`src/dcache_geom_pkg.sv`:
```
// address geometry and basic data types, imported by every cache module and the interface
`default_nettype none

package dcache_geom_pkg;

    localparam int ADDR_W     = 32;
    localparam int WORD_W     = 32;
    localparam int LINE_WORDS = 4;
    localparam int OFFSET_W   = 2;   // word within a line
    localparam int BYTE_W     = 2;   // byte within a word
    localparam int NUM_SETS   = 16;  // kept small so random traffic evicts often
    localparam int INDEX_W    = 4;
    localparam int TAG_W      = ADDR_W - INDEX_W - OFFSET_W - BYTE_W;
    localparam int NUM_WAYS   = 2;   // one lru bit per set only covers two ways
    localparam int LINE_W     = LINE_WORDS * WORD_W;

    typedef logic [ADDR_W-1:0]            addr_t;
    typedef logic [WORD_W-1:0]            word_t;
    typedef logic [LINE_W-1:0]            line_t;   // word 0 in the low bits
    typedef logic [TAG_W-1:0]             tag_t;
    typedef logic [INDEX_W-1:0]           index_t;
    typedef logic [OFFSET_W-1:0]          offset_t;
    typedef logic [$clog2(NUM_WAYS)-1:0]  way_t;

    function automatic tag_t addr_tag(input addr_t a);
        return a[ADDR_W-1 -: TAG_W];
    endfunction

    function automatic index_t addr_index(input addr_t a);
        return a[OFFSET_W+BYTE_W +: INDEX_W];
    endfunction

    function automatic offset_t addr_offset(input addr_t a);
        return a[BYTE_W +: OFFSET_W];
    endfunction

    // base address of a line from its tag and set
    function automatic addr_t line_addr(input tag_t t, input index_t i);
        return {t, i, {(OFFSET_W + BYTE_W){1'b0}}};
    endfunction

endpackage

`default_nettype wire

```
`src/dcache_ctrl_pkg.sv`:
```
// controller state encoding and the lookup result passed from lookup to controller
`default_nettype none

package dcache_ctrl_pkg;

    localparam int STATE_W = 3;

    typedef enum logic [STATE_W-1:0] {
        IDLE,       // waiting for cpu_req
        LOOKUP,     // set index presented, storage read in flight
        COMPARE,    // ways resolved, hit or pick victim
        WB_REQ,     // dirty victim out, waiting for mem_ack
        WB_REL,     // waiting for mem_ack to drop
        FILL_REQ,   // line read out, way written on mem_ack
        FILL_REL,   // waiting for mem_ack to drop, then replay
        ACK         // cpu handshake
    } ctrl_state_t;

    typedef struct packed {
        logic                   hit;           // any way matched
        dcache_geom_pkg::way_t  hit_way;
        dcache_geom_pkg::word_t rd_word;       // word at the offset of the hit line
        dcache_geom_pkg::line_t wr_line;       // hit line with cpu word merged in
        dcache_geom_pkg::way_t  victim_way;
        logic                   victim_dirty;  // valid and dirty
        dcache_geom_pkg::addr_t victim_addr;   // rebuilt from stored tag and index
        dcache_geom_pkg::line_t victim_line;
    } lookup_res_t;

endpackage

`default_nettype wire

```
`src/way_if.sv`:
```
// one cache way's index, write controls and registered read results, one instance per way
`default_nettype none
`timescale 1ns/1ns

interface way_if;
    import dcache_geom_pkg::*;

    index_t index;     // set of the current cpu access
    tag_t   req_tag;   // tag of the current cpu access
    logic   wr_en;     // write sets valid as well
    tag_t   wr_tag;
    logic   wr_dirty;
    line_t  wr_line;

    logic   rd_valid;
    logic   rd_dirty;
    tag_t   rd_tag;
    line_t  rd_line;
    logic   match;     // valid and tag equal

    modport ctrl (output index, req_tag, wr_en, wr_tag, wr_dirty, wr_line);

    modport way (input index, req_tag, wr_en, wr_tag, wr_dirty, wr_line,
                 output rd_valid, rd_dirty, rd_tag, rd_line, match);

    modport lookup (input rd_valid, rd_dirty, rd_tag, rd_line, match);

endinterface

`default_nettype wire
```
`src/dcache_ctrl.sv`:
```
// cache controller FSM with lru storage, cpu and memory four-phase handshakes and way writes
`default_nettype none
`timescale 1ns/1ns

module dcache_ctrl (
    input  logic                         clk,
    input  logic                         reset,
    input  logic                         cpu_req,
    input  logic                         cpu_we,
    input  dcache_geom_pkg::addr_t       cpu_addr,
    output logic                         cpu_ack,
    output dcache_geom_pkg::word_t       cpu_rdata,
    output logic                         mem_req,
    output logic                         mem_we,
    output dcache_geom_pkg::addr_t       mem_addr,
    output dcache_geom_pkg::line_t       mem_wdata,
    input  logic                         mem_ack,
    input  dcache_geom_pkg::line_t       mem_rdata,
    way_if.ctrl                          ways [dcache_geom_pkg::NUM_WAYS],
    input  dcache_ctrl_pkg::lookup_res_t res,
    output dcache_geom_pkg::way_t        lru
);
    import dcache_geom_pkg::*;
    import dcache_ctrl_pkg::*;

    ctrl_state_t         state;
    way_t                fill_way;   // victim latched at the miss
    logic [NUM_WAYS-1:0] wr_en;
    logic                wr_dirty;
    line_t               wr_line;
    logic                lru_wr;
    index_t              index;
    tag_t                tag;
    addr_t               fill_addr;

    assign index     = addr_index(cpu_addr);
    assign tag       = addr_tag(cpu_addr);
    assign fill_addr = line_addr(tag, index);

    // write hit merges the cpu word, fill stores the fetched line clean
    always_comb begin
        wr_en    = '0;
        wr_dirty = 1'b0;
        wr_line  = mem_rdata;
        if (state == COMPARE && res.hit && cpu_we) begin
            wr_en[res.hit_way] = 1'b1;
            wr_dirty           = 1'b1;
            wr_line            = res.wr_line;
        end else if (state == FILL_REQ && mem_ack) begin
            wr_en[fill_way] = 1'b1;
        end
    end

    for (genvar g = 0; g < NUM_WAYS; g++) begin : g_way_wr
        assign ways[g].index    = index;
        assign ways[g].req_tag  = tag;
        assign ways[g].wr_en    = wr_en[g];
        assign ways[g].wr_tag   = tag;
        assign ways[g].wr_dirty = wr_dirty;
        assign ways[g].wr_line  = wr_line;
    end

    assign lru_wr = (state == COMPARE) && res.hit;

    dcache_ram #(
        .payload_t (way_t),
        .DEPTH     (NUM_SETS)
    ) u_lru (
        .clk     (clk),
        .addr    (index),
        .wr_en   (lru_wr),
        .wr_data (~res.hit_way),  // point at the other way
        .rd_data (lru)
    );

    always_ff @(posedge clk) begin
        if (reset) begin
            state   <= IDLE;
            cpu_ack <= 1'b0;
            mem_req <= 1'b0;
            mem_we  <= 1'b0;
        end else begin
            case (state)
                IDLE: begin
                    if (cpu_req) begin
                        state <= LOOKUP;
                    end
                end
                LOOKUP: begin
                    state <= COMPARE;  // storage read lands this cycle
                end
                COMPARE: begin
                    if (res.hit) begin
                        state <= ACK;
                    end else if (res.victim_dirty) begin
                        mem_req <= 1'b1;
                        mem_we  <= 1'b1;
                        state   <= WB_REQ;
                    end else begin
                        mem_req <= 1'b1;
                        mem_we  <= 1'b0;
                        state   <= FILL_REQ;
                    end
                end
                WB_REQ: begin
                    if (mem_ack) begin
                        mem_req <= 1'b0;
                        state   <= WB_REL;
                    end
                end
                WB_REL: begin
                    if (!mem_ack) begin
                        mem_req <= 1'b1;
                        mem_we  <= 1'b0;
                        state   <= FILL_REQ;
                    end
                end
                FILL_REQ: begin
                    if (mem_ack) begin
                        mem_req <= 1'b0;  // way written at this edge
                        state   <= FILL_REL;
                    end
                end
                FILL_REL: begin
                    if (!mem_ack) begin
                        state <= LOOKUP;  // replay as a hit
                    end
                end
                ACK: begin
                    if (!cpu_ack) begin
                        cpu_ack <= 1'b1;
                    end else if (!cpu_req) begin
                        cpu_ack <= 1'b0;
                        state   <= IDLE;
                    end
                end
                default: begin
                    state <= IDLE;
                end
            endcase
        end
    end

    // request fields and read data
    always_ff @(posedge clk) begin
        if (state == COMPARE) begin
            cpu_rdata <= res.rd_word;
            if (!res.hit) begin
                fill_way  <= res.victim_way;
                mem_addr  <= res.victim_dirty ? res.victim_addr : fill_addr;
                mem_wdata <= res.victim_line;
            end
        end else if (state == WB_REL && !mem_ack) begin
            mem_addr <= fill_addr;
        end
    end

endmodule

`default_nettype wire

```
`src/dcache_lookup.sv`:
```
// resolves both ways into hit, read word, merged write line and the victim for a miss
`default_nettype none
`timescale 1ns/1ns

module dcache_lookup (
    way_if.lookup                        ways [dcache_geom_pkg::NUM_WAYS],
    input  dcache_geom_pkg::addr_t       cpu_addr,
    input  dcache_geom_pkg::word_t       cpu_wdata,
    input  dcache_geom_pkg::way_t        lru,
    output dcache_ctrl_pkg::lookup_res_t res
);
    import dcache_geom_pkg::*;
    import dcache_ctrl_pkg::*;

    logic [NUM_WAYS-1:0] valid_v;
    logic [NUM_WAYS-1:0] dirty_v;
    logic [NUM_WAYS-1:0] match_v;
    tag_t                tag_v  [NUM_WAYS];
    line_t               line_v [NUM_WAYS];

    offset_t offset;
    index_t  index;
    line_t   hit_line;

    // gather each way's read results into vectors
    for (genvar g = 0; g < NUM_WAYS; g++) begin : g_way_rd
        assign valid_v[g] = ways[g].rd_valid;
        assign dirty_v[g] = ways[g].rd_dirty;
        assign match_v[g] = ways[g].match;
        assign tag_v[g]   = ways[g].rd_tag;
        assign line_v[g]  = ways[g].rd_line;
    end

    assign offset = addr_offset(cpu_addr);
    assign index  = addr_index(cpu_addr);

    always_comb begin
        res.hit     = |match_v;
        res.hit_way = '0;
        hit_line    = line_v[0];
        // walk down so the lowest matching way wins
        for (int w = NUM_WAYS - 1; w >= 0; w--) begin
            if (match_v[w]) begin
                res.hit_way = way_t'(w);
                hit_line    = line_v[w];
            end
        end

        res.rd_word = hit_line[offset*WORD_W +: WORD_W];
        res.wr_line = hit_line;
        res.wr_line[offset*WORD_W +: WORD_W] = cpu_wdata;

        // first invalid way from way 0, else the lru way
        res.victim_way = lru;
        for (int w = NUM_WAYS - 1; w >= 0; w--) begin
            if (!valid_v[w]) begin
                res.victim_way = way_t'(w);
            end
        end

        res.victim_dirty = valid_v[res.victim_way] && dirty_v[res.victim_way];
        res.victim_addr  = line_addr(tag_v[res.victim_way], index);
        res.victim_line  = line_v[res.victim_way];
    end

endmodule

`default_nettype wire

```
`src/dcache_ram.sv`:
```
// synchronous single-port storage array, one entry per set, used for line data and lru bits
`default_nettype none
`timescale 1ns/1ns

module dcache_ram #(
    parameter type payload_t = logic,
    parameter int  DEPTH     = 16
) (
    input  logic                    clk,
    input  dcache_geom_pkg::index_t addr,
    input  logic                    wr_en,
    input  payload_t                wr_data,
    output payload_t                rd_data
);

    payload_t mem [DEPTH];

    // write-first so a write shows up on the read port at the same edge
    always_ff @(posedge clk) begin
        if (wr_en) begin
            mem[addr] <= wr_data;
            rd_data   <= wr_data;
        end else begin
            rd_data   <= mem[addr];
        end
    end

endmodule

`default_nettype wire

```
`src/dcache_top.sv`:
```
// data cache top level, joins controller, both ways and lookup behind plain cpu and memory ports
`default_nettype none
`timescale 1ns/1ns

module dcache_top (
    input  logic                   clk,
    input  logic                   reset,
    input  logic                   cpu_req,
    input  logic                   cpu_we,
    input  dcache_geom_pkg::addr_t cpu_addr,
    input  dcache_geom_pkg::word_t cpu_wdata,
    output logic                   cpu_ack,
    output dcache_geom_pkg::word_t cpu_rdata,
    output logic                   mem_req,
    output logic                   mem_we,
    output dcache_geom_pkg::addr_t mem_addr,
    output dcache_geom_pkg::line_t mem_wdata,
    input  logic                   mem_ack,
    input  dcache_geom_pkg::line_t mem_rdata
);
    import dcache_geom_pkg::*;
    import dcache_ctrl_pkg::*;

    way_if       ways [NUM_WAYS] ();
    lookup_res_t res;
    way_t        lru;

    dcache_ctrl u_ctrl (
        .clk       (clk),
        .reset     (reset),
        .cpu_req   (cpu_req),
        .cpu_we    (cpu_we),
        .cpu_addr  (cpu_addr),
        .cpu_ack   (cpu_ack),
        .cpu_rdata (cpu_rdata),
        .mem_req   (mem_req),
        .mem_we    (mem_we),
        .mem_addr  (mem_addr),
        .mem_wdata (mem_wdata),
        .mem_ack   (mem_ack),
        .mem_rdata (mem_rdata),
        .ways      (ways),
        .res       (res),
        .lru       (lru)
    );

    for (genvar g = 0; g < NUM_WAYS; g++) begin : g_way
        dcache_way u_way (
            .clk   (clk),
            .reset (reset),
            .wif   (ways[g])
        );
    end

    dcache_lookup u_lookup (
        .ways      (ways),
        .cpu_addr  (cpu_addr),
        .cpu_wdata (cpu_wdata),
        .lru       (lru),
        .res       (res)
    );

endmodule

`default_nettype wire

```
`src/dcache_way.sv`:
```
// one cache way with per-set valid, dirty and tag, its data array and its own tag compare
`default_nettype none
`timescale 1ns/1ns

module dcache_way (
    input logic clk,
    input logic reset,
    way_if.way  wif
);
    import dcache_geom_pkg::*;

    logic [NUM_SETS-1:0] valid_q;
    logic [NUM_SETS-1:0] dirty_q;
    tag_t                tag_q [NUM_SETS];

    always_ff @(posedge clk) begin
        if (reset) begin
            valid_q <= '0;
        end else if (wif.wr_en) begin
            valid_q[wif.index] <= 1'b1;  // any write fills the line
        end
    end

    always_ff @(posedge clk) begin
        if (wif.wr_en) begin
            dirty_q[wif.index] <= wif.wr_dirty;
            tag_q[wif.index]   <= wif.wr_tag;
        end
    end

    // state read is write-first and lines up with the data array
    always_ff @(posedge clk) begin
        if (reset) begin
            wif.rd_valid <= 1'b0;
        end else if (wif.wr_en) begin
            wif.rd_valid <= 1'b1;
        end else begin
            wif.rd_valid <= valid_q[wif.index];
        end
    end

    always_ff @(posedge clk) begin
        if (wif.wr_en) begin
            wif.rd_dirty <= wif.wr_dirty;
            wif.rd_tag   <= wif.wr_tag;
        end else begin
            wif.rd_dirty <= dirty_q[wif.index];
            wif.rd_tag   <= tag_q[wif.index];
        end
    end

    assign wif.match = wif.rd_valid && (wif.rd_tag == wif.req_tag);

    dcache_ram #(
        .payload_t (line_t),
        .DEPTH     (NUM_SETS)
    ) u_data (
        .clk     (clk),
        .addr    (wif.index),
        .wr_en   (wif.wr_en),
        .wr_data (wif.wr_line),
        .rd_data (wif.rd_line)
    );

endmodule

`default_nettype wire

```
`config.mk`:
```
export PLATFORM = sky130hd
export DESIGN_NAME = dcache_top
export DESIGN_NICKNAME = d
export VERILOG_FILES = /design/src/dcache_geom_pkg.sv /design/src/dcache_ctrl_pkg.sv /design/src/way_if.sv /design/src/dcache_ctrl.sv /design/src/dcache_lookup.sv /design/src/dcache_ram.sv /design/src/dcache_top.sv /design/src/dcache_way.sv
export SDC_FILE = /design/constraint.sdc
export NUM_CORES = 2
export LEC_CHECK = 0
export BUFFER_PORTS_ARGS = -buffer_cell sky130_fd_sc_hd__buf_2
export CORE_MARGIN = 2
export CORE_UTILIZATION = 25
export DETAILED_ROUTE_END_ITERATION = 10
export PLACE_DENSITY = 0.37
export SLEW_MARGIN = 10
export SYNTH_ARGS = -nofsm -noshare
export SYNTH_HDL_FRONTEND = slang
export SYNTH_MEMORY_MAX_BITS = 65536
export SYNTH_SLANG_ARGS = --single-unit
```
`constraint.sdc`:
```
create_clock -name clk -period 15.1 [get_ports clk]
set_clock_uncertainty 0.05 [all_clocks]
set_input_delay 0.755 -clock clk [delete_from_list [all_inputs] [get_ports clk]]
set_output_delay 0.755 -clock clk [all_outputs]
set_load 0.005 [all_outputs]
```
---- Word-level counts from Yosys, hierarchy flattened ----
Memories as Yosys holds them, arrays and structs flattened. A register that Yosys moved wholly into a read port is not among the register bits.
Index checks and enable logic that the tools add are counted.
word-level totals
  register bits after elaboration ......... 267
  memory bits (writable) .................. 4,880
  bits of input ports ..................... 197
  output and inout port bits .............. 195
  memories ................................ 5
operators by class
  $add $sub $neg .......................... 1
  order comparisons ....................... 8
  eq/ne operators ......................... 18
  shift operators ......................... 3
  muxes and demuxes ....................... 71
  bitwise logic cells ..................... 5
  reductions and logical operators ........ 22
memory list
  memory                     words  width  rd ports  clocked after memory_dff  write ports  line              RTL
  g_way[0].u_way.u_data.mem  16     128    1         1                         1            dcache_ram.sv:16  payload_t mem [DEPTH];
  g_way[1].u_way.u_data.mem  16     128    1         1                         1            dcache_ram.sv:16
  g_way[0].u_way.tag_q       16     24     1         1                         1            dcache_way.sv:14  tag_t tag_q [NUM_SETS];
  g_way[1].u_way.tag_q       16     24     1         1                         1            dcache_way.sv:14
  u_ctrl.u_lru.mem           16     1      1         1                         1            dcache_ram.sv:16
operators by type and width
  operator                   count
  $mux 128                   6
  $bwmux 128                 1
  $mux 32                    4
  $shift 32x34->128 const A  1
  $shiftx 128x8->32          1
  $shiftx 32x34->128         1
  $mux 24                    3
  $eq 24x24->1               2
  $mux 1                     34
  $neg 7->34                 1
  $bwmux 16                  2
  $or 16x16->16              2
  $mux 3                     9
  $pmux 3 s8                 1
  $bmux 1 s4                 4
  $ne 2x2->1 const B         7
  $eq 3x3->1 const B         4
  $logic_and 1x1->1          10
  $reduce_and 7->1           1
  $eq 3x2->1 const B         2
  $lt 1x2->1 const B         3
  $lt 4x5->1 const B         1
  $demux 1 s4                1
  $ge 4x1->1 const B         1
  other kinds (18)           26

---- Longest topological paths before layout ----
  depth in word-level cells ............... 11
  gate-level depth with buffers ........... 20
  gate-level depth less buffers ........... 10

---- By module ----
From an unflattened synthesis, not the netlist that was laid out.
unflattened totals
  cells, all modules ...................... 9,523
  area total of the unflattened synthesis .. 205,082.9 um^2
by module, submodules not included
  module                                  times used  cells each  area an instance (um^2)  sequential area each (um^2)
  dcache_ram (g_way[0].u_way.u_data ...)  2           3,241       76,848.7                 61,579.1
  dcache_way                              2           845         16,794.9                 12,451.9
  dcache_ctrl                             1           657         10,224.8                 5,915.7
  dcache_lookup                           1           644         6,765.2                  0.0
  dcache_ram (u_ctrl.u_lru)               1           50          805.8                    560.5

---- Worst setup path before layout ----
No wires, ideal clock.
  path kind ............................... register to register
  start point ............................. reg (tool-made name)
  end point ............................... reg g_way[1].u_way.dirty_q[11], enable pin
  setup time .............................. 0.668 ns
  arrival time ............................ 10.052 ns
  path slack .............................. 4.330 ns
  stages on the path, launching flop included .. 19
  path buffers ............................ 9
  clock period less this slack ............ 10.770 ns
  cells stage by stage .................... dfxtp_1 > buf_2 > buf_2 > buf_2 > buf_2 > buf_1 > mux4_2 > a22oi_1 > nand2_1 > xnor2_1 > nand3_1 > nor4_1 > o2111ai_1 > buf_4 > buf_6 > buf_6 > o21a_1 > buf_2 > nor2_1
RTL lines
  what                            line              RTL
  end signal: indexed assignment  dcache_way.sv:26  dirty_q[wif.index] <= wif.wr_dirty;
  end: declaration                dcache_way.sv:13  logic [NUM_SETS-1:0] dirty_q;

==> impl_metrics.env <==
export IMPL_run_status="complete, but fails checks"
export IMPL_violations="design-rule violations"
export IMPL_path_class="flop to flop"
export IMPL_finalHoldViolCount=0
export IMPL_switching_share_pct=22.5
export IMPL_io_pins=392
export IMPL_drt_pass1_iterations=11
export IMPL_route_vias_total=99400
export IMPL_worstRegToRegCells=16
export IMPL_maxSlewViolCount=0
export IMPL_crit_fanout=60
export IMPL_clkTransAtPathRegs_ns=0.06
export IMPL_crit_top_cell="buf_4"
export IMPL_gr_total_overflow=0
export IMPL_seq_power_share_pct=50.1
export IMPL_die_w_um=900
export IMPL_dpl_instance_area_um2=217000
export IMPL_cts_sinks=5147
export IMPL_post_cts_buffers=0
export IMPL_holdPathStages=2
export IMPL_fillers=77700
export IMPL_setup_viol=0
export IMPL_max_slew_margin_rel_pct=10.8
export IMPL_placedCellCount=19500
export IMPL_max_vdd_ir_drop_uv=112
export IMPL_vias_per_cell=4.81
export IMPL_period_needed_ns=9.00
export IMPL_critPathMaxStageDelay_ns=0.94
export IMPL_hold_buffers=4
export IMPL_grt_total_usage_pct=17.3
export IMPL_r2r_slack_ns=6.10
export IMPL_startpoint_type="flop"
export IMPL_ant_nets=0
export IMPL_place_gp_congestion=0.745
export IMPL_finalCritPeriodShare_pct=59.6
export IMPL_rsz0062_at_grt="false"
export IMPL_async_reset_ff_share_pct=0
export IMPL_place_detailed_hpwl_um=404000
export IMPL_timing_worst_slew_pin_value_ns=1.30
export IMPL_power_internal_mw=24.4
export IMPL_cts_resized=0
export IMPL_regArea_um2=154000
export IMPL_ctsHtreeMaxLevel=6
export IMPL_io_buffer_count=385
export IMPL_synth_distinct_cells=73
export IMPL_grt_pass1_wl_um=957000
export IMPL_synthFlopType="edfxtp_1"
export IMPL_die_area_um2=810000
export IMPL_multi_input_area_um2=44700
export IMPL_rows=329
export IMPL_wirelength_um=722000
export IMPL_hold_class="primary input to flop"
export IMPL_path_buf_inv=7
export IMPL_powerDensity_nw_per_um2=133
export IMPL_initial_core_util_pct=25.0
export IMPL_drtIter0Drc=10700
export IMPL_end_kind="flop"
export IMPL_drive_gt1_share_pct=32.1
export IMPL_slowest_stage="nor2_4"
export IMPL_timing_fmax_mhz=111
export IMPL_seq_area_frac_synth_pct=76.8
export IMPL_wire_per_inst_um=34.9
export IMPL_worst_path_stages=16
export IMPL_cts_made_buffers=606
export IMPL_syn_area_um2=201000
export IMPL_crit_chain="buf_4 -> buf_4 -> buf_4 -> mux4_2 -> nor2_1 -> a221oi_1 -> xnor2_1 -> o221ai_1 -> nor4_1 -> o2111ai_4 -> buf_4 -> o21a_1 -> buf_4 -> nor2_4 -> buf_4 -> buf_4"
export IMPL_tritoncts="done"
export IMPL_die_y_um=900
export IMPL_grt_pass1_vias=102000
export IMPL_drcViolationCount=32
export IMPL_tns_ns=0
export IMPL_core_area_um2=801000
export IMPL_ys_warn_count=0
export IMPL_cts_root_buf="clkbuf_16"
export IMPL_antenna_found_initial=115
export IMPL_hp_start="cpu_addr[5]"
export IMPL_power_leakage_nw=73.1
export IMPL_p_comb_share_pct=5.0
export IMPL_pwr_share_clk_pct=44.9
export IMPL_hold_slack_ns=0.0830
export IMPL_syn_to_final_growth_pct=17.5
export IMPL_crit_arrival_ns=9.66
export IMPL_rr_endpoint="g_way[1].u_way.u_data.mem[12][125]"
export IMPL_fin_area_um2=236000
export IMPL_syn_area_per_cell_um2=23.0
export IMPL_crit_required_ns=15.76
export IMPL_clock_latency_ns=1.12
export IMPL_cts_buffer_depth=4
export IMPL_drv_cap=0
export IMPL_layout_nets=9727
export IMPL_ys_ff_latch=5147
export IMPL_final_cells=20700
export IMPL_synthCells=8734
export IMPL_synth_edf_count=5101
export IMPL_critical_path_top_delay_family="buffers and inverters"
export IMPL_grt_max_degree=103
export IMPL_switchingPower_mw=7.08
[sequential cells by signal, summed over array words and instances (netlist names), named ones only]
signal	count
g_way.u_way.wif.rd_valid	2
u_ctrl.fill_way	1
g_way.u_way.u_data.mem	4096
u_ctrl.mem_addr	28
u_ctrl.state	3
u_ctrl.cpu_ack	1
u_ctrl.cpu_rdata	32
g_way.u_way.valid_q	32
g_way.u_way.tag_q	768
g_way.u_way.dirty_q	32
g_way.u_way.wif.rd_dirty	2
u_ctrl.mem_req	1
u_ctrl.mem_we	1
u_ctrl.mem_wdata	128
u_ctrl.u_lru.mem	16
[metal layers]
metal,wire length (µm),vias to the layer above,global-route usage (%)
met5,165,-,0
met4,19400,28,4.25
met3,37000,831,2.66
met2,350000,3189,29.0
met1,315000,56400,23.7
li1,-,39000,-
[power by group through the flow]
stage | sequential [mW] | clock (mW) | combinational, mW
CTS | 15.7 | 14.5 | 1.63
global route | 15.7 | 15.0 | 1.68
finish | 15.7 | 14.1 | 1.58
detailed placement | 16.0 | 0 | 1.62
floorplan | 16.0 | 0 | 0.893
global placement | 16.0 | 0 | 1.60
[worst register-to-register path: stages (launching register included)]
cell and delay [ns]:
dfxtp_4 0.63, buf_4 0.41, buf_4 0.77, buf_4 1.01, mux4_2 0.41, nor2_1 0.05, a221oi_1 0.62, xnor2_1 0.29
o221ai_1 0.20, nor4_1 0.61, o2111ai_4 0.18, buf_4 0.34, o21a_1 0.26, buf_4 0.26, nor2_4 0.94, buf_4 0.73
buf_4 0.79
[placed cells by master (no fill, tap or decap), types with 42 or more instances in the layout]
master	count
o21ai_0	162
nand2_1	332
nor2_1	108
buf_4	232
mux2i_1	287
mux4_2	1446
mux2_2	223
clkbuf_1	138
buf_2	385
clkinv_1	161
clkinv_2	97
edfxtp_1	5101
buf_12	46
a21oi_1	72
clkbuf_16	619
dfxtp_1	42
mux2_1	69
diode_2	71
[logic make-up (layout without fill, tap and decap cells)]
| family | Yosys count | after routing | synth area share (%) |
|---|---|---|---|
| flip-flops | 5147 | 5147 | 76.8 |
| multiplexers | 2026 | 2026 | 19.3 |
| AND/OR/NAND/NOR | 609 | 609 | 1.29 |
| buffers and inverters | 505 | 1791 | 1.17 |
| AO/OA/AOI/OAI | 392 | 392 | 1.22 |
| XOR/XNOR | 49 | 49 | 0.214 |
| adder cells (fa/ha/maj) | 5 | 5 | 0.0312 |
| other | 1 | 75 | 0.00187 |
[area by class of cell]
type | instances | share of cell area [%]
flip-flops and latches | 5147 | 65.3
multi-input cells | 3085 | 18.9
clock buffers | 757 | 6.79
well taps | 10600 | 5.62
repair buffers | 668 | 1.97
clock inverters | 349 | 1.24
diodes | 71 | 0.0753
inverters | 17 | 0.0318
[synth_stat cells (all sizes together) (16+ instances only)]
| cell | count | area (µm²) |
|---|---|---|
| a21oi | 73 | 369 |
| a222oi | 29 | 290 |
| a22oi | 31 | 233 |
| buf | 261 | 1440 |
| clkbuf | 227 | 852 |
| dfxtp | 46 | 921 |
| edfxtp | 5101 | 153000 |
| inv | 16 | 60.1 |
| mux2 | 292 | 3290 |
| mux2i | 288 | 2880 |
| mux4 | 1446 | 32600 |
| nand2 | 332 | 1250 |
| nand2b | 21 | 131 |
| nand3 | 16 | 80.1 |
| nor2 | 147 | 552 |
| nor3 | 27 | 135 |
| o21ai | 165 | 830 |
| o22ai | 29 | 181 |
| xnor2 | 34 | 298 |
[worst max path at each step]
stage          start                                 end  slack [ns]
3_3_place_gp    flop   g_way[1].u_way.u_data.mem[15][41]        5.71
3_5_place_dp    flop   g_way[1].u_way.u_data.mem[15][41]        5.76
6_report        flop  g_way[1].u_way.u_data.mem[12][125]        6.10
4_1_cts         flop  g_way[1].u_way.u_data.mem[12][125]        5.70
2_1_floorplan   flop          g_way[1].u_way.dirty_q[11]        4.33
5_1_grt         flop  g_way[1].u_way.u_data.mem[12][125]        5.59
[per-stage QoR]
step | power, mW | setup slack, ns | utilization (%)
2_1_floorplan | 16.9 | 4.33 | -
3_3_place_gp | 17.6 | 5.71 | 27.0
3_5_place_dp | 17.7 | 5.76 | 27.0
4_1_cts | 31.9 | 5.70 | 29.4
5_1_grt | 32.4 | 5.59 | 29.4
6_report | 31.4 | 6.10 | 29.4
(Power assumes the default switching activity.)
